$ cat config.mk
export PLATFORM = sky130hd
export DESIGN_NAME = game_top
export DESIGN_NICKNAME = d
export VERILOG_FILES = /design/src/design/game_pkg.sv /design/src/design/video_if.sv /design/src/design/game_top.sv /design/src/design/game_ctrl.sv /design/src/design/enemy_chain.sv /design/src/design/enemy_sprite.sv /design/src/design/frame_source.sv
export SDC_FILE = /design/constraint.sdc
export NUM_CORES = 1
export LEC_CHECK = 0
export ABC_CLOCK_PERIOD_IN_PS = 4800
export BUFFER_PORTS_ARGS = -buffer_cell sky130_fd_sc_hd__clkbuf_2
export CAP_MARGIN = 20
export CORE_UTILIZATION = 65
export DETAILED_ROUTE_END_ITERATION = 6
export PLACE_DENSITY_LB_ADDON = 0.25
export SYNTH_ARGS = -nofsm -noshare
export SYNTH_HDL_FRONTEND = slang
export SYNTH_HIERARCHICAL = 1
export SYNTH_SLANG_ARGS = --single-unit
$ cat constraint.sdc
create_clock -name pclk -period 4.8 [get_ports pclk]
set_input_delay 0.24 -clock pclk [delete_from_list [all_inputs] [get_ports pclk]]
set_output_delay 0.24 -clock pclk [all_outputs]
set_load 0.01 [all_outputs]
$ cat src/design/game_pkg.sv
package game_pkg;

  // widths with a meaning
  typedef logic [10:0] coord_t;   // pixel or line position
  typedef logic [11:0] rgb_t;     // 4 bits per channel, r g b
  typedef logic [3:0]  level_t;   // game level, saturates at 15

  // colours
  localparam rgb_t BG_COLOR    = 12'h00F;  // blue sky
  localparam rgb_t ENEMY_COLOR = 12'hF00;  // red box

  // enemy geometry
  localparam int ENEMY_SIZE = 16;  // square side in pixels
  localparam int ENEMY_Y0   = 8;   // top edge at level 0
  localparam int LEVEL_STEP = 4;   // lines lower per level

  // game controller states
  typedef enum logic {
    PLAY,     // at least one enemy still alive
    CLEARED   // all dead, wait for frame end to respawn
  } ctrl_state_t;

endpackage
$ cat src/design/video_if.sv
`timescale 1ns/10ps

interface video_if;
  import game_pkg::*;

  coord_t vcount;
  logic   vsync;
  logic   vblnk;
  coord_t hcount;
  logic   hsync;
  logic   hblnk;
  rgb_t   rgb;

  // driver side of the stream
  modport source (
    output vcount, vsync, vblnk,
    output hcount, hsync, hblnk,
    output rgb
  );

  // receiver side of the stream
  modport sink (
    input vcount, vsync, vblnk,
    input hcount, hsync, hblnk,
    input rgb
  );

endinterface

$ cat src/design/game_top.sv
`timescale 1ns/10ps

module game_top #(
  parameter int H_ACTIVE      = 640,
  parameter int H_SYNC_START  = 656,
  parameter int H_SYNC_END    = 752,
  parameter int H_TOTAL       = 800,
  parameter int V_ACTIVE      = 480,
  parameter int V_SYNC_START  = 490,
  parameter int V_SYNC_END    = 492,
  parameter int V_TOTAL       = 525,
  parameter int ENEMY_SPACING = 160
) (
  input  logic             pclk,
  input  logic             rst_n_i,
  input  game_pkg::coord_t xpos_missile_i,
  input  game_pkg::coord_t ypos_missile_i,
  input  logic             on_missile_i,
  output game_pkg::coord_t vcount_o,
  output logic             vsync_o,
  output logic             vblnk_o,
  output game_pkg::coord_t hcount_o,
  output logic             hsync_o,
  output logic             hblnk_o,
  output game_pkg::rgb_t   rgb_o,
  output game_pkg::level_t level_o
);

  video_if src_vid ();  // background stream
  video_if out_vid ();  // after all three enemies

  logic       frame_end;
  logic       respawn;
  logic [2:0] alive;

  frame_source #(
    .H_ACTIVE     (H_ACTIVE),
    .H_SYNC_START (H_SYNC_START),
    .H_SYNC_END   (H_SYNC_END),
    .H_TOTAL      (H_TOTAL),
    .V_ACTIVE     (V_ACTIVE),
    .V_SYNC_START (V_SYNC_START),
    .V_SYNC_END   (V_SYNC_END),
    .V_TOTAL      (V_TOTAL)
  ) u_frame_source (
    .pclk        (pclk),
    .rst_n_i     (rst_n_i),
    .vid_o       (src_vid),
    .frame_end_o (frame_end)
  );

  game_ctrl u_game_ctrl (
    .pclk        (pclk),
    .rst_n_i     (rst_n_i),
    .frame_end_i (frame_end),
    .alive_i     (alive),
    .level_o     (level_o),
    .respawn_o   (respawn)
  );

  enemy_chain #(.ENEMY_SPACING(ENEMY_SPACING)) u_enemy_chain (
    .pclk           (pclk),
    .rst_n_i        (rst_n_i),
    .vid_i          (src_vid),
    .vid_o          (out_vid),
    .xpos_missile_i (xpos_missile_i),
    .ypos_missile_i (ypos_missile_i),
    .on_missile_i   (on_missile_i),
    .level_i        (level_o),
    .frame_end_i    (frame_end),
    .respawn_i      (respawn),
    .alive_o        (alive)
  );

  // flatten the output stream to plain ports
  assign vcount_o = out_vid.vcount;
  assign vsync_o  = out_vid.vsync;
  assign vblnk_o  = out_vid.vblnk;
  assign hcount_o = out_vid.hcount;
  assign hsync_o  = out_vid.hsync;
  assign hblnk_o  = out_vid.hblnk;
  assign rgb_o    = out_vid.rgb;

endmodule

$ cat src/design/game_ctrl.sv
`timescale 1ns/10ps

module game_ctrl (
  input  logic             pclk,
  input  logic             rst_n_i,
  input  logic             frame_end_i,
  input  logic [2:0]       alive_i,
  output game_pkg::level_t level_o,
  output logic             respawn_o
);
  import game_pkg::*;

  ctrl_state_t state;
  ctrl_state_t state_nxt;
  logic        all_dead;

  assign all_dead = (alive_i == 3'b000);

  // respawn lines up with the frame end pulse itself
  assign respawn_o = frame_end_i && (state == CLEARED);

  always_comb begin
    state_nxt = state;
    case (state)
      PLAY: begin
        if (all_dead)
          state_nxt = CLEARED;
      end
      CLEARED: begin
        if (frame_end_i)
          state_nxt = PLAY;  // enemies come back this frame end
      end
      default: state_nxt = PLAY;
    endcase
  end

  always_ff @(posedge pclk) begin
    if (!rst_n_i)
      state <= PLAY;
    else
      state <= state_nxt;
  end

  // level goes up once per cleared wave
  always_ff @(posedge pclk) begin
    if (!rst_n_i) begin
      level_o <= '0;
    end else if (respawn_o && !(&level_o)) begin
      level_o <= level_o + 1'b1;  // holds at 15
    end
  end

endmodule

$ cat src/design/enemy_chain.sv
`timescale 1ns/10ps

module enemy_chain #(
  parameter int ENEMY_SPACING = 160
) (
  input  logic             pclk,
  input  logic             rst_n_i,
  video_if.sink            vid_i,
  video_if.source          vid_o,
  input  game_pkg::coord_t xpos_missile_i,
  input  game_pkg::coord_t ypos_missile_i,
  input  logic             on_missile_i,
  input  game_pkg::level_t level_i,
  input  logic             frame_end_i,
  input  logic             respawn_i,
  output logic [2:0]       alive_o
);

  video_if link_1 ();  // enemy_1 to enemy_2
  video_if link_2 ();  // enemy_2 to enemy_3

  enemy_sprite #(.N(1), .ENEMY_SPACING(ENEMY_SPACING)) enemy_1 (
    .pclk           (pclk),
    .rst_n_i        (rst_n_i),
    .vid_i          (vid_i),
    .vid_o          (link_1),
    .xpos_missile_i (xpos_missile_i),
    .ypos_missile_i (ypos_missile_i),
    .on_missile_i   (on_missile_i),
    .level_i        (level_i),
    .frame_end_i    (frame_end_i),
    .respawn_i      (respawn_i),
    .alive_o        (alive_o[0])
  );

  enemy_sprite #(.N(2), .ENEMY_SPACING(ENEMY_SPACING)) enemy_2 (
    .pclk           (pclk),
    .rst_n_i        (rst_n_i),
    .vid_i          (link_1),
    .vid_o          (link_2),
    .xpos_missile_i (xpos_missile_i),
    .ypos_missile_i (ypos_missile_i),
    .on_missile_i   (on_missile_i),
    .level_i        (level_i),
    .frame_end_i    (frame_end_i),
    .respawn_i      (respawn_i),
    .alive_o        (alive_o[1])
  );

  // last stage feeds the chain output
  enemy_sprite #(.N(3), .ENEMY_SPACING(ENEMY_SPACING)) enemy_3 (
    .pclk           (pclk),
    .rst_n_i        (rst_n_i),
    .vid_i          (link_2),
    .vid_o          (vid_o),
    .xpos_missile_i (xpos_missile_i),
    .ypos_missile_i (ypos_missile_i),
    .on_missile_i   (on_missile_i),
    .level_i        (level_i),
    .frame_end_i    (frame_end_i),
    .respawn_i      (respawn_i),
    .alive_o        (alive_o[2])
  );

endmodule

$ cat src/design/enemy_sprite.sv
`timescale 1ns/10ps

module enemy_sprite #(
  parameter int N             = 1,    // enemy index
  parameter int ENEMY_SPACING = 160
) (
  input  logic             pclk,
  input  logic             rst_n_i,
  video_if.sink            vid_i,
  video_if.source          vid_o,
  input  game_pkg::coord_t xpos_missile_i,
  input  game_pkg::coord_t ypos_missile_i,
  input  logic             on_missile_i,
  input  game_pkg::level_t level_i,
  input  logic             frame_end_i,
  input  logic             respawn_i,
  output logic             alive_o
);
  import game_pkg::*;

  // horizontal edges are fixed per stage
  localparam coord_t X_LEFT  = coord_t'(N * ENEMY_SPACING);
  localparam coord_t X_RIGHT = coord_t'(N * ENEMY_SPACING + ENEMY_SIZE - 1);

  coord_t y_top;
  logic   hit;
  logic   draw;

  // true when the point lies inside the box, edges included
  function automatic logic in_box(input coord_t x, input coord_t y, input coord_t top);
    logic in_x;
    logic in_y;
    in_x = (x >= X_LEFT) && (x <= X_RIGHT);
    in_y = (y >= top) && (y <= top + coord_t'(ENEMY_SIZE - 1));
    return in_x && in_y;
  endfunction

  assign y_top = coord_t'(ENEMY_Y0 + LEVEL_STEP * level_i);  // moves down with level

  assign hit = on_missile_i && in_box(xpos_missile_i, ypos_missile_i, y_top);

  // alive flag only changes at frame end, inside vertical blank
  always_ff @(posedge pclk) begin
    if (!rst_n_i) begin
      alive_o <= 1'b1;
    end else if (frame_end_i) begin
      if (respawn_i)
        alive_o <= 1'b1;   // hits ignored on a respawn pulse
      else if (hit)
        alive_o <= 1'b0;
    end
  end

  assign draw = alive_o && !vid_i.hblnk && !vid_i.vblnk &&
                in_box(vid_i.hcount, vid_i.vcount, y_top);

  // one cycle of delay on every stream signal
  always_ff @(posedge pclk) begin
    if (!rst_n_i) begin
      vid_o.hcount <= '0;
      vid_o.vcount <= '0;
      vid_o.hsync  <= 1'b0;
      vid_o.vsync  <= 1'b0;
      vid_o.hblnk  <= 1'b0;
      vid_o.vblnk  <= 1'b0;
      vid_o.rgb    <= '0;
    end else begin
      vid_o.hcount <= vid_i.hcount;
      vid_o.vcount <= vid_i.vcount;
      vid_o.hsync  <= vid_i.hsync;
      vid_o.vsync  <= vid_i.vsync;
      vid_o.hblnk  <= vid_i.hblnk;
      vid_o.vblnk  <= vid_i.vblnk;
      vid_o.rgb    <= draw ? ENEMY_COLOR : vid_i.rgb;  // paint over background
    end
  end

endmodule

$ cat src/design/frame_source.sv
`timescale 1ns/10ps

module frame_source #(
  parameter int H_ACTIVE     = 640,
  parameter int H_SYNC_START = 656,
  parameter int H_SYNC_END   = 752,
  parameter int H_TOTAL      = 800,
  parameter int V_ACTIVE     = 480,
  parameter int V_SYNC_START = 490,
  parameter int V_SYNC_END   = 492,
  parameter int V_TOTAL      = 525
) (
  input  logic    pclk,
  input  logic    rst_n_i,
  video_if.source vid_o,
  output logic    frame_end_o
);
  import game_pkg::*;

  coord_t hcnt;
  coord_t vcnt;
  logic   line_end;
  logic   frame_wrap;
  logic   hblnk_c;
  logic   vblnk_c;
  logic   hsync_c;
  logic   vsync_c;
  logic   frame_end_c;

  assign line_end   = (hcnt == coord_t'(H_TOTAL - 1));
  assign frame_wrap = line_end && (vcnt == coord_t'(V_TOTAL - 1));

  // pixel and line counters
  always_ff @(posedge pclk) begin
    if (!rst_n_i) begin
      hcnt <= '0;
      vcnt <= '0;
    end else begin
      hcnt <= line_end ? '0 : hcnt + 1'b1;
      if (frame_wrap)
        vcnt <= '0;
      else if (line_end)
        vcnt <= vcnt + 1'b1;
    end
  end

  // compare rules on the live counters
  assign hblnk_c = (hcnt >= coord_t'(H_ACTIVE));
  assign vblnk_c = (vcnt >= coord_t'(V_ACTIVE));
  assign hsync_c = (hcnt >= coord_t'(H_SYNC_START)) && (hcnt < coord_t'(H_SYNC_END));
  assign vsync_c = (vcnt >= coord_t'(V_SYNC_START)) && (vcnt < coord_t'(V_SYNC_END));

  // first pixel of the first vsync line
  assign frame_end_c = (vcnt == coord_t'(V_SYNC_START)) && (hcnt == '0);

  // registered stream, one cycle behind the counters
  always_ff @(posedge pclk) begin
    if (!rst_n_i) begin
      vid_o.hcount <= '0;
      vid_o.vcount <= '0;
      vid_o.hsync  <= 1'b0;
      vid_o.vsync  <= 1'b0;
      vid_o.hblnk  <= 1'b0;
      vid_o.vblnk  <= 1'b0;
      vid_o.rgb    <= '0;
      frame_end_o  <= 1'b0;
    end else begin
      vid_o.hcount <= hcnt;
      vid_o.vcount <= vcnt;
      vid_o.hsync  <= hsync_c;
      vid_o.vsync  <= vsync_c;
      vid_o.hblnk  <= hblnk_c;
      vid_o.vblnk  <= vblnk_c;
      vid_o.rgb    <= (hblnk_c || vblnk_c) ? '0 : BG_COLOR;  // black in blanking
      frame_end_o  <= frame_end_c;
    end
  end

endmodule

# Word-level counts from Yosys, hierarchy flattened
# Index checks and enable logic that the tools add are counted.
totals:
  ff_bits: 183
  latch_bits: 0
  ram_bits: 0
  rom_bits: 0
  inputBits: 25
  output_inout_bits: 42
  elab_cells: 144
  memories: 0
op_classes:
  add_sub_neg: 5
  n_mul: 0
  n_div: 0
  magnitude_cmp: 26
  n_eq_ne: 3
  shift: 0
  muxes: 13
  bitwise: 2
  n_reduce_logical: 56
ops:
  columns: ["operator", "count"]
  rows:
  - ["$ge A11 B9 Y1 const B", 6]
  - ["$le A11 B9 Y1 const B", 4]
  - ["$mux W12", 3]
  - ["$logic_and A1 B1 Y1", 34]
  - ["$le A11 B11 Y1", 3]
  - ["$add A11 B1 Y11 const B", 2]
  - ["$eq A11 B10 Y1 const B", 2]
  - ["$ge A11 B10 Y1 const B", 2]
  - ["$ge A11 B11 Y1", 2]
  - ["$ge A11 B7 Y1", 2]
  - ["$ge A11 B8 Y1 const B", 2]
  - ["$le A11 B8 Y1 const B", 2]
  - ["$eq A11 B9 Y1 const B", 1]
  - ["$le A11 B8 Y1", 1]
  - ["$logic_not A11 Y1", 1]
  - ["$lt A11 B10 Y1 const B", 1]
  - ["$lt A11 B9 Y1 const B", 1]
  - ["$reduce_or A2 Y1", 5]
  - ["$add A7 B4 Y8 const B", 1]
  - ["$mux W1", 8]
  - ["$add A4 B6 Y7 const A", 1]
  - ["$logic_not A1 Y1", 7]
  - ["$reduce_and A2 Y1", 3]
  - ["$reduce_bool A2 Y1", 3]
  - ["other kinds (7)", 8]

# Depth between registers and ports, before layout
# Gate-level depths: netlist (run 1).
depth:
  depth_word: 8
  depth_mapped: 10
  ltp_nobuf: 9

# Cells and area by module
# Netlist (run 1), hierarchy kept.
by_module_without_submodules:
  columns: ["module", "n_inst", "cells_per_inst", "area_each_um2", "seq_area_each_um2"]
  rows:
  - ["frame_source", 1, 211, 1979.4, 1001.0]
  - ["enemy_sprite at u_enemy_chain.enemy_3", 1, 193, 1890.6, 780.7]
  - ["enemy_sprite at u_enemy_chain.enemy_1", 1, 193, 1865.5, 780.7]
  - ["enemy_sprite at u_enemy_chain.enemy_2", 1, 173, 1770.4, 780.7]
  - ["game_ctrl", 1, 25, 249.0, 100.1]

# Worst setup path after synthesis (run 1)
# No wires, ideal clock.
synth_timing:
  path_kind: "register -> register"
  startpoint: "register u_game_ctrl.level_o[1]"
  endpoint: "register u_enemy_chain.enemy_1.vid_o.rgb[10]"
  setup_time_ns: 0.122
  arrival_ns: 2.730
  t_required_ns: 4.678
  slack_ns: 1.949
  path_stages_with_launch: 10
  n_path_buf: 1
  period_less_slack_ns: 2.851
  path_cell_list: "dfxtp_1 -> ha_1 -> xnor2_1 -> ha_1 -> a21o_1 -> a211oi_1 -> a221o_1 -> clkbuf_1 -> nand2b_1 -> o311a_1"
synth_between:
  elab_chain_cells: 7
  elab_cells_between_ends: 8
  classes_between: "2 x add/sub; 2 x order compare; 1 x mux; 3 x reduce/logical"
synth_lines:
  columns: ["element", "line", "rtl"]
  rows:
  - ["from (decl)", "game_ctrl.sv:8", "output game_pkg::level_t level_o,"]
  - ["from (signal assigned)", "game_ctrl.sv:49", "level_o <= level_o + 1'b1;"]
  - ["$add A4 B6 Y7 *", "enemy_sprite.sv:38", "assign y_top = coord_t'(ENEMY_Y0 + LEVEL_STEP * level_i);"]
  - ["$add A7 B4 Y8", "enemy_sprite.sv:34", "in_y = (y >= top) && (y <= top + coord_t'(ENEMY_SIZE - 1));"]
  - ["$le A11 B8 Y1", "enemy_sprite.sv:34", null]
  - ["$logic_and A1 B1 Y1 *", "enemy_sprite.sv:34", null]
  - ["$logic_and A1 B1 Y1 *", "enemy_sprite.sv:35", "return in_x && in_y;"]
  - ["$logic_and A1 B1 Y1 *", "enemy_sprite.sv:54", "assign draw = alive_o && !vid_i.hblnk && !vid_i.vblnk &&"]
  - ["$mux W12 *", "enemy_sprite.sv:74", "vid_o.rgb <= draw ? ENEMY_COLOR : vid_i.rgb;"]
  - ["to (decl)", "video_if.sv:18", "output rgb"]
# Every way passes the cells marked *; elsewhere a longest branch is shown, timed or not.
# A chain may end at the register's enable or synchronous reset.

# Worst setup path after layout (run 1)
layout_timing:
  startpoint: "register u_game_ctrl.level_o[1]"
  endpoint: "register u_enemy_chain.enemy_3.vid_o.rgb[9]"
layout_between:
  elab_chain_cells: 7
  elab_cells_between_ends: 8
  classes_between: "2 x add/sub; 2 x order compare; 1 x mux; 3 x reduce/logical"
layout_lines:
  columns: ["element", "line"]
  rows:
  - ["$add A4 B6 Y7 *", "enemy_sprite.sv:38"]
  - ["$add A7 B4 Y8", "enemy_sprite.sv:34"]
  - ["$le A11 B11 Y1", "enemy_sprite.sv:34"]
  - ["$logic_and A1 B1 Y1 *", "enemy_sprite.sv:34"]
  - ["$logic_and A1 B1 Y1 *", "enemy_sprite.sv:35"]
  - ["$logic_and A1 B1 Y1 *", "enemy_sprite.sv:54"]
  - ["$mux W12 *", "enemy_sprite.sv:74"]
  - ["to (decl)", "video_if.sv:18"]
# Marks and branches as above.

==> results of run 1 <==
cells in the mapped netlist, drive strengths merged (9+ instances only):
library cell and n:
and2 89, nand2 22, xnor2 18, ha 65, nand2b 10, nand3 49
nor4 9, nor4bb 9, o21ai 27, nor3 10, dfxtp 172, clkbuf 19
nand4 13, nor2b 12, buf 21, o311a 10, nor2 54, a211oi 12
a21o 10, a21oi 20, inv 32
cell families after synthesis:
logic type | after synthesis
AND/OR/NAND/NOR | 330
adder cells (fa/ha/maj) | 67
XOR/XNOR | 21
multiplexers | 4
flip-flops | 172
other | 1
buffers and inverters | 73
AO/OA/AOI/OAI | 127
layer usage:
metal  wire, µm  GRT usage  vias to the layer above  part of all wire
li1           -          -                     2928                 -
met1       7100      0.322                     2773              0.45
met2       7610      0.455                      200              0.48
met3        776     0.0607                       33             0.049
met4        316     0.0919                        0             0.020
met5          0          0                        -                 0
power by group:
group          internal, mW  switching, mW  total [mW]
Sequential             1.44        0.00834        1.45
Clock                 0.812          0.595        1.41
Combinational        0.0400         0.0613       0.101
Total                  2.30          0.664        2.96
cell type report:
class                           count  area [µm²]  share of cell area
Clock buffer                       18         439              0.0505
Inverter                           33         125              0.0144
Timing Repair Buffer               65         335              0.0386
Clock inverter                     14         190              0.0219
Multi-Input combinational cell    557        3980               0.458
Sequential cell                   172        3440               0.396
Tap cell                          143         179              0.0206
sequential cells by signal, indices dropped and copies added, names as in the netlist, 4 cells and up:
| register | count |
|---|---|
| u_game_ctrl/level_o | 4 |
| u_enemy_chain/enemy_1/vid_o.hcount | 11 |
| u_frame_source/vid_o.hcount | 11 |
| u_enemy_chain/enemy_2/vid_o.vcount | 11 |
| u_frame_source/vid_o.vcount | 11 |
| u_enemy_chain/enemy_2/vid_o.hcount | 11 |
| u_enemy_chain/enemy_3/vid_o.hcount | 11 |
| u_enemy_chain/enemy_3/vid_o.vcount | 11 |
| u_enemy_chain/enemy_3/vid_o.rgb | 12 |
| u_enemy_chain/enemy_1/vid_o.vcount | 11 |
| u_enemy_chain/enemy_1/vid_o.rgb | 12 |
| u_enemy_chain/enemy_2/vid_o.rgb | 12 |
| u_frame_source/vcnt | 11 |
| u_frame_source/hcnt | 11 |
final timing paths:
kind         slack (ns)                                 startpoint  cells past startpoint                                                to
max                1.50        u_game_ctrl/level_o[1]$_SDFFE_PN0P_                     10     u_enemy_chain/enemy_3/vid_o.rgb[9]$_SDFF_PN0_
min reg2reg        0.43  u_frame_source/vid_o.hcount[1]$_SDFF_PN0_                      1  u_enemy_chain/enemy_1/vid_o.hcount[1]$_SDFF_PN0_
max reg2reg        1.50        u_game_ctrl/level_o[1]$_SDFFE_PN0P_                     10     u_enemy_chain/enemy_3/vid_o.rgb[9]$_SDFF_PN0_
min                0.27                                    rst_n_i                      2    u_enemy_chain/enemy_2/vid_o.rgb[11]$_SDFF_PN0_
per-stage QoR:
step / setup WS (ns) / util / instances / hold slack (ns)
floorplan: 1.95 / - / 802 / 0.358
global placement: 1.70 / 0.700 / 970 / 0.408
detailed placement: 1.57 / 0.700 / 970 / 0.413
CTS: 1.55 / 0.754 / 1002 / 0.255
global route: 1.23 / 0.754 / 1002 / 0.277
finish: 1.50 / 0.754 / 1002 / 0.268
worst register-to-register path, cell delays in order (launching register included):
cell and delay (ns):
sky130_fd_sc_hd__dfxtp_1 0.78, sky130_fd_sc_hd__buf_4 0.35, sky130_fd_sc_hd__inv_1 0.07, sky130_fd_sc_hd__ha_1 0.39
sky130_fd_sc_hd__xnor2_1 0.32, sky130_fd_sc_hd__ha_1 0.25, sky130_fd_sc_hd__a211oi_1 0.06, sky130_fd_sc_hd__nor2_1 0.16
sky130_fd_sc_hd__a31oi_1 0.10, sky130_fd_sc_hd__o21a_1 0.33, sky130_fd_sc_hd__o311a_1 0.39
==> impl_metrics.toml, run 1 <==
[detailed_routing]
average_wire_per_standard_cell_um = 15.8
post_drt_via_cell_ratio = 5.92
detailroute.via_count = 5934
detail-route-antenna-nets = 0
postRouteWirelength_um = 15800
firstDrtPassIters = 7
drt-initial-drc-count = 424
detail_route.drc_violations = 10

[yosys]
postSynthRegisterBits = 172
netlist.top_cell.by_area = "sky130_fd_sc_hd__dfxtp_1"
main_combinational_cell_family_by_area_after_synthesis = "simple AND/OR/NAND/NOR gates"
seq_total_area_yosys = 0.444
netlist-cell-type-count = 72
synth-edff-count = 0
netlist_top_cells_area = "sky130_fd_sc_hd__dfxtp_1 (44%), sky130_fd_sc_hd__ha_1 (10%), sky130_fd_sc_hd__and2_1 (7.2%)"
fraction_of_synthesis_flops_using_an_asynchronous_set_or_reset_pin = 0
synth.yosys.warnings = 6
synth_xor_area_frac = 0.0257
yosys.area_share.simple = 0.252
synth_top_cell_area_share = 0.444
post_synth_inst_count = 795
yosys-mux-area-fraction = 0.00516
ys.flop_type = "sky130_fd_sc_hd__dfxtp_1"
complex_gate_fraction_of_the_synthesized_area = 0.119
syn_area_per_cell_um2 = 9.75
synth-adder-area-share = 0.107
syn_std_cell_area_mm2 = 0.00775

[timing]
rsz0062_at_grt = "no"
report.final.hold_viol_count = 0
skew_ns = 0.00800
fin_crit_sh = 0.688
maxClockFrequency_mhz = 303
setup-violations-final = 0
period_minus_slack_ns = 3.30
worstMarginPinSlew_ns = 0.935
slew_headroom = 0.376
fin_setup_tns_ns = 0
timing_max_transition_violations_final = 0

[die]
floorplan.io_pins = 67
initial_core_util = 0.673
placementRows = 39
chipHeight_um = 111
design.core.area_mm2 = 0.0115
floorplan.die_area_mm2 = 0.0124
fp.dieW_um = 111

[critical_path]
critPathKind = "reg2reg"
cpPeakStageDelay_ns = 0.78
worstPathBufferInverterCount = 2
cp.arrival_ns = 3.60
worstPathRequired_ns = 5.10
cp_cell_sequence = "buf_4, inv_1, ha_1, xnor2_1, ha_1, a211oi_1, nor2_1, a31oi_1, o21a_1, o311a_1"
worst-path-max-fanout = 18
critPathMostFrequentCell = "sky130_fd_sc_hd__ha_1"
critPathSlowestCell = "sky130_fd_sc_hd__dfxtp_1"
critical_path.endpoint_type = "flop"
worst_setup_path_start_kind = "flop"
critical_path.top_delay_family = "compound AO/OA/AOI/OAI gates"

[grt]
global_route.usage.total = 0.264
overflow_left_after_global_routing = 0
grt_pass1_wl_um = 26200
antenna_found_initial = 0
grt_pass1_vias = 5664
pin_count_of_the_biggest_net_entering_global_routing = 107

[final_layout]
final_design_area_no_fill_mm2 = 0.00869
diodes = 0
finish.net_count = 936
layout.filler_cells = 775
area_growth_syn_to_layout_pct = 12.0
layout.cells.most_common = "sky130_fd_sc_hd__dfxtp_1"
drive_gt1_frac = 0.132
layout_common_cells = "sky130_fd_sc_hd__dfxtp_1 (172), sky130_fd_sc_hd__and2_1 (89), sky130_fd_sc_hd__ha_1 (65)"

[pwr]
vdd.ir_drop.worst_uv = 368
report.power.total_mw = 2.96
power.static_leakage_nw = 3.61
cellPowerDensity_mw_per_mm2 = 341

[clocking]
cts.hold.buffers_added = 0
cts_root_buffer = "sky130_fd_sc_hd__clkbuf_16"
cts_made_buffers = 17
number_of_buffers_inserted_to_repair_setup_after_cts = 0
post_cts_resize_count = 0
path_clk_slew_ns = 0.07
clock_latency_ns = 0.42
number_of_h_tree_levels = 4
deepest_clock_path_buffer_count = 2
tritoncts = "done"
cts.sink_count = 172

[outcome]
run_status = "complete, but fails checks"
violations = "design-rule violations"

[placed_design]
placed_area_mm2 = 0.00806
place.gp.congestion = 0.890
portBuffers = 62
place.detailed.hpwl_um = 11100

[worst_hold_path]
holdCritPathClass = "in2reg"

[run]
cap_violations = 0
No activity file was read; power rests on OpenSTA's default activity.
==> inputs of run 2 (changes only) <==
- ABC_CLOCK_PERIOD_IN_PS: 4800 -> 3500
- CORE_UTILIZATION: 65 -> 60
- clock period: 4.8 -> 3.5 ns (I/O delays scaled with it)
==> run 2 against run 1 <==
The run now ends clean. Non-clock buffer count is 5 higher. Worst setup slack worse by 1.2 ns. Clock skew is 0.0017 ns lower. Maximum frequency is 4.3% higher. Global-route usage is 1.6 points lower. Critical path depth is 1 lower. Routed wire length is 0.80% higher. Sequential power is 37% higher. Die area is 8.2% higher. Largest power group unchanged. Highest routed layer unchanged.
==> impl_metrics.toml, run 2 (synthesis gave the netlist of run 1 again) <==
[outcome]
run_status = "finished clean"

[detailed_routing]
average_wire_per_standard_cell_um = 15.4
drt-initial-drc-count = 411
firstDrtPassIters = 5
detail_route.drc_violations = 0
detail-route-antenna-nets = 0
detailroute.via_count = 5852
post_drt_via_cell_ratio = 5.65
postRouteWirelength_um = 15900

[clocking]
path_clk_slew_ns = 0.06
number_of_buffers_inserted_to_repair_setup_after_cts = 0
cts_root_buffer = "sky130_fd_sc_hd__clkbuf_16"
tritoncts = "done"
deepest_clock_path_buffer_count = 2
post_cts_resize_count = 0
clock_latency_ns = 0.42
cts.hold.buffers_added = 0
cts_made_buffers = 17
cts.sink_count = 172
number_of_h_tree_levels = 4

[timing]
timing_max_transition_violations_final = 0
maxClockFrequency_mhz = 316
report.final.hold_viol_count = 0
setup-violations-final = 0
setup_ws_post_layout_ns = 0.336
slew_headroom = 0.484
fin_crit_sh = 0.904
skew_ns = 0.00628
worstMarginPinSlew_ns = 0.755
whs_ns = 0.147
fin_setup_tns_ns = 0
period_minus_slack_ns = 3.16
rsz0062_at_grt = "no"

[critical_path]
cp_cell_sequence = "buf_4, ha_1, xnor2_1, ha_1, a21o_1, a211oi_1, a221o_1, nand2b_1, o311a_1"
critical_path.top_delay_family = "compound AO/OA/AOI/OAI gates"
cpPeakStageDelay_ns = 0.81
critical_path.endpoint_type = "flop"
cp.arrival_ns = 3.47
ff2ff_path_depth = 9
worstPathBufferInverterCount = 1
regToRegSetupSlack_ns = 0.34
critPathMostFrequentCell = "sky130_fd_sc_hd__ha_1"
worst-path-max-fanout = 19
timing.rr.end = "u_enemy_chain/enemy_1/vid_o.rgb[8]$_SDFF_PN0_"
critPathKind = "reg2reg"
worstPathRequired_ns = 3.80
critPathSlowestCell = "sky130_fd_sc_hd__dfxtp_1"
crit-reg2reg-launch = "u_game_ctrl/level_o[1]$_SDFFE_PN0P_"
worst_setup_path_start_kind = "flop"

[final_layout]
drive_gt1_frac = 0.134
layout.filler_cells = 1016
multiInputGateArea_mm2 = 0.00398
diodes = 0
area_growth_syn_to_layout_pct = 12.9
layout.cells.most_common = "sky130_fd_sc_hd__dfxtp_1"
layout_common_cells = "sky130_fd_sc_hd__dfxtp_1 (172), sky130_fd_sc_hd__and2_1 (89), sky130_fd_sc_hd__ha_1 (65)"
reg.largest.list = "u_enemy_chain/enemy_1/vid_o.rgb x12, u_enemy_chain/enemy_2/vid_o.rgb x12, u_enemy_chain/enemy_3/vid_o.rgb x12"
finish.net_count = 941
register_area_mm2 = 0.00344
finish.utilization = 0.694

[grt]
global_route.usage.total = 0.248
overflow_left_after_global_routing = 0
grt_pass1_vias = 5444
antenna_found_initial = 0
grt_pass1_wl_um = 25700
pin_count_of_the_biggest_net_entering_global_routing = 75

[worst_hold_path]
timing.hold.worst_endpoint = "u_game_ctrl/state$_SDFF_PN0_"
worstHoldPathCells = 2
holdCritPathClass = "in2reg"
worst_hold_startpoint = "rst_n_i"

[pwr]
p_switching_uw = 874
vdd.ir_drop.worst_uv = 330
logic_gate_share_of_total_power = 0.034
cellPowerDensity_mw_per_mm2 = 466
power.static_leakage_nw = 3.63
power.share.sequential = 0.489
p_int_mw = 3.20
power.switching_fraction = 0.214
report.power.total_mw = 4.08
clock_power_share = 0.477

[die]
fp.dieW_um = 116
chipHeight_um = 116
placementRows = 41
design.core.area_mm2 = 0.0126
initial_core_util = 0.615
floorplan.io_pins = 67
floorplan.die_area_mm2 = 0.0134

[placed_design]
post_place_setup_slack_ns = 0.383
portBuffers = 62
place.detailed.hpwl_um = 11600
place.gp.congestion = 0.929

[run]
cap_violations = 0
-- run 2: worst max-delay path by stage --
stage                                        start                                             end  slack [ns]  cells past startpoint
3_5_place_dp   u_game_ctrl/level_o[1]$_SDFFE_PN0P_   u_enemy_chain/enemy_1/vid_o.rgb[8]$_SDFF_PN0_        0.38                      9
6_report       u_game_ctrl/level_o[1]$_SDFFE_PN0P_   u_enemy_chain/enemy_1/vid_o.rgb[8]$_SDFF_PN0_        0.34                      9
2_1_floorplan  u_game_ctrl/level_o[1]$_SDFFE_PN0P_  u_enemy_chain/enemy_1/vid_o.rgb[10]$_SDFF_PN0_        0.65                      9
4_1_cts        u_game_ctrl/level_o[1]$_SDFFE_PN0P_   u_enemy_chain/enemy_1/vid_o.rgb[8]$_SDFF_PN0_        0.35                      9
3_3_place_gp   u_game_ctrl/level_o[1]$_SDFFE_PN0P_  u_enemy_chain/enemy_1/vid_o.rgb[11]$_SDFF_PN0_        0.54                      9
5_1_grt        u_game_ctrl/level_o[1]$_SDFFE_PN0P_   u_enemy_chain/enemy_1/vid_o.rgb[8]$_SDFF_PN0_        0.14                      9
-- run 2: through the flow --
step	cells	cell area [µm²]
2_1_floorplan	802	7780
3_3_place_gp	1004	8130
3_5_place_dp	1004	8130
4_1_cts	1036	8750
5_1_grt	1036	8750
6_report	1036	8750
-- run 2: layout make-up --
| class | count | area share |
|---|---|---|
| Tap cell | 172 | 0.0246 |
| Inverter | 33 | 0.0143 |
| Clock inverter | 12 | 0.0200 |
| Timing Repair Buffer | 70 | 0.0426 |
| Sequential cell | 172 | 0.393 |
| Multi-Input combinational cell | 557 | 0.454 |
| Clock buffer | 20 | 0.0510 |
-- run 2: power groups by stage --
stage	Sequential (mW)	Combinational [mW]	Clock (mW)
floorplan	2.03	0.0967	0
global placement	2.03	0.128	0
detailed placement	2.04	0.136	0
CTS	1.99	0.137	1.97
global route	1.99	0.156	2.05
finish	1.99	0.139	1.94
-- run 2: per-layer routing --
layer  vias to the layer above  GRT usage  routed length (µm)
met2                       168      0.434                7780
met4                         0     0.0718                 174
li1                       2929          -                   -
met1                      2737      0.305                7220
met3                        18     0.0570                 763
met5                         -          0                   0
-- run 2: worst reg2reg max path, delay by kind of cell (launching register included) --
kind | cells | cell delay, ns
flops | 1 | 0.81
buf+inv | 1 | 0.28
simple gates | 1 | 0.13
fa+ha+maj | 2 | 0.56
xor+xnor | 1 | 0.23
compound gates | 4 | 1.04
==> inputs of run 3 (changes only) <==
- CAP_MARGIN: 20 -> 10
- MAX_ROUTING_LAYER: default -> met4
==> run 3 against run 2 <==
Clock skew grew 0.0082 ns. Highest routed layer unchanged. Final cell count is the same. Flip-flop and latch count is the same. First-iteration DRC count grew 14%. Largest cell class unchanged. Combinational power is essentially flat. Hold slack gained 0.0064 ns. Critical path depth is the same. Critical endpoint is now u_enemy_chain/enemy_1/vid_o.rgb[9]$_SDFF_PN0_. Largest power group unchanged. Utilization grew 0.15 points. Via count grew 1.3%.
==> impl_metrics.toml, run 3 (synthesis gave the netlist of run 1 again) <==
[timing]
fin_setup_tns_ns = 0
setup-violations-final = 0
skew_ns = 0.0145
fin_crit_sh = 0.901
rsz0062_at_grt = "no"
worstMarginPinSlew_ns = 0.765
maxClockFrequency_mhz = 317
slew_headroom = 0.489
report.final.hold_viol_count = 0
timing_max_transition_violations_final = 0
period_minus_slack_ns = 3.15

[pwr]
cellPowerDensity_mw_per_mm2 = 460
vdd.ir_drop.worst_uv = 372
power.static_leakage_nw = 3.64

[clocking]
path_clk_slew_ns = 0.07
cts.sink_count = 172
number_of_buffers_inserted_to_repair_setup_after_cts = 0
tritoncts = "done"
number_of_h_tree_levels = 4
deepest_clock_path_buffer_count = 2
post_cts_resize_count = 0
cts.hold.buffers_added = 0
clock_latency_ns = 0.42
cts_made_buffers = 17
cts_root_buffer = "sky130_fd_sc_hd__clkbuf_16"

[die]
floorplan.io_pins = 67
chipHeight_um = 116
fp.dieW_um = 116
initial_core_util = 0.615
design.core.area_mm2 = 0.0126
placementRows = 41
floorplan.die_area_mm2 = 0.0134

[critical_path]
critPathKind = "reg2reg"
worstPathRequired_ns = 3.80
worst_setup_path_start_kind = "flop"
critPathMostFrequentCell = "sky130_fd_sc_hd__ha_1"
cp_cell_sequence = "buf_4, ha_1, xnor2_1, ha_1, a21o_1, a211oi_1, a221o_1, nand2b_1, o311a_1"
cpPeakStageDelay_ns = 0.78
critPathSlowestCell = "sky130_fd_sc_hd__dfxtp_1"
cp.arrival_ns = 3.45
critical_path.endpoint_type = "flop"
worst-path-max-fanout = 18

[detailed_routing]
drt-initial-drc-count = 467
detailroute.via_count = 5928
detail-route-antenna-nets = 0
postRouteWirelength_um = 16200
average_wire_per_standard_cell_um = 15.7
detail_route.drc_violations = 0
post_drt_via_cell_ratio = 5.72
firstDrtPassIters = 6

[final_layout]
drive_gt1_frac = 0.137
layout.filler_cells = 971
diodes = 0
finish.net_count = 941
finish.utilization = 0.695
multiInputGateArea_mm2 = 0.00398
reg.largest.list = "u_enemy_chain/enemy_1/vid_o.rgb x12, u_enemy_chain/enemy_2/vid_o.rgb x12, u_enemy_chain/enemy_3/vid_o.rgb x12"
layout.cells.most_common = "sky130_fd_sc_hd__dfxtp_1"
layout_common_cells = "sky130_fd_sc_hd__dfxtp_1 (172), sky130_fd_sc_hd__and2_1 (89), sky130_fd_sc_hd__ha_1 (65)"
register_area_mm2 = 0.00344
stdcell_count = 1036
area_growth_syn_to_layout_pct = 13.1

[grt]
global_route.usage.total = 0.264
grt_pass1_wl_um = 26700
overflow_left_after_global_routing = 0
grt_pass1_vias = 5602
pin_count_of_the_biggest_net_entering_global_routing = 66
antenna_found_initial = 0

[placed_design]
portBuffers = 62
placed_cells_incl_taps = 1004
place.gp.congestion = 0.933
place.detailed.hpwl_um = 11700

[worst_hold_path]
holdCritPathClass = "in2reg"

[outcome]
run_status = "finished clean"

[run]
cap_violations = 0
run 3: report_power, final:
group          switching, mW  internal, mW  total [mW]
logic                 0.0851        0.0557       0.141
clock network          0.861          1.04        1.91
registers             0.0120          1.98        1.99
run 3: critical path, delay by kind of cell (launching register included):
| kind | cells | cell delay (ns) |
|---|---|---|
| compound gates | 4 | 1.05 |
| xor+xnor | 1 | 0.23 |
| fa+ha+maj | 2 | 0.56 |
| buf+inv | 1 | 0.28 |
| flops | 1 | 0.78 |
| simple gates | 1 | 0.13 |
run 3: cell type report:
class / instances / share of cell area
Inverter: 33 / 0.0143
Timing Repair Buffer: 70 / 0.0425
Clock inverter: 15 / 0.0245
Multi-Input combinational cell: 557 / 0.453
Sequential cell: 172 / 0.392
Tap cell: 172 / 0.0245
Clock buffer: 17 / 0.0485
run 3: final timing paths:
kind / to / depth (start not counted) / slack [ns] / startpoint
setup / recovery: u_enemy_chain/enemy_1/vid_o.rgb[9]$_SDFF_PN0_ / 9 / 0.35 / u_game_ctrl/level_o[1]$_SDFFE_PN0P_
hold / removal: u_game_ctrl/state$_SDFF_PN0_ / 2 / 0.15 / rst_n_i
setup reg to reg: u_enemy_chain/enemy_1/vid_o.rgb[9]$_SDFF_PN0_ / 9 / 0.35 / u_game_ctrl/level_o[1]$_SDFFE_PN0P_
hold reg to reg: u_enemy_chain/enemy_2/vid_o.hcount[1]$_SDFF_PN0_ / 1 / 0.42 / u_enemy_chain/enemy_1/vid_o.hcount[1]$_SDFF_PN0_
run 3: stage by stage:
stage	worst slack, ns	power [mW]	area, µm²	hold slack, ns
6_report	0.347	4.04	8770	0.153
5_1_grt	0.119	4.18	8770	0.147
4_1_cts	0.413	4.07	8770	0.133
3_5_place_dp	0.463	2.17	8130	0.416
3_3_place_gp	0.600	2.16	8130	0.409
2_1_floorplan	0.649	2.13	7780	0.293
run 3: per-layer routing:
layer	wire length, µm	vias up	track usage
met5	0	-	-
met4	202	0	0.0897
met3	748	20	0.0544
met2	8060	175	0.439
met1	7240	2783	0.321
li1	-	2950	-
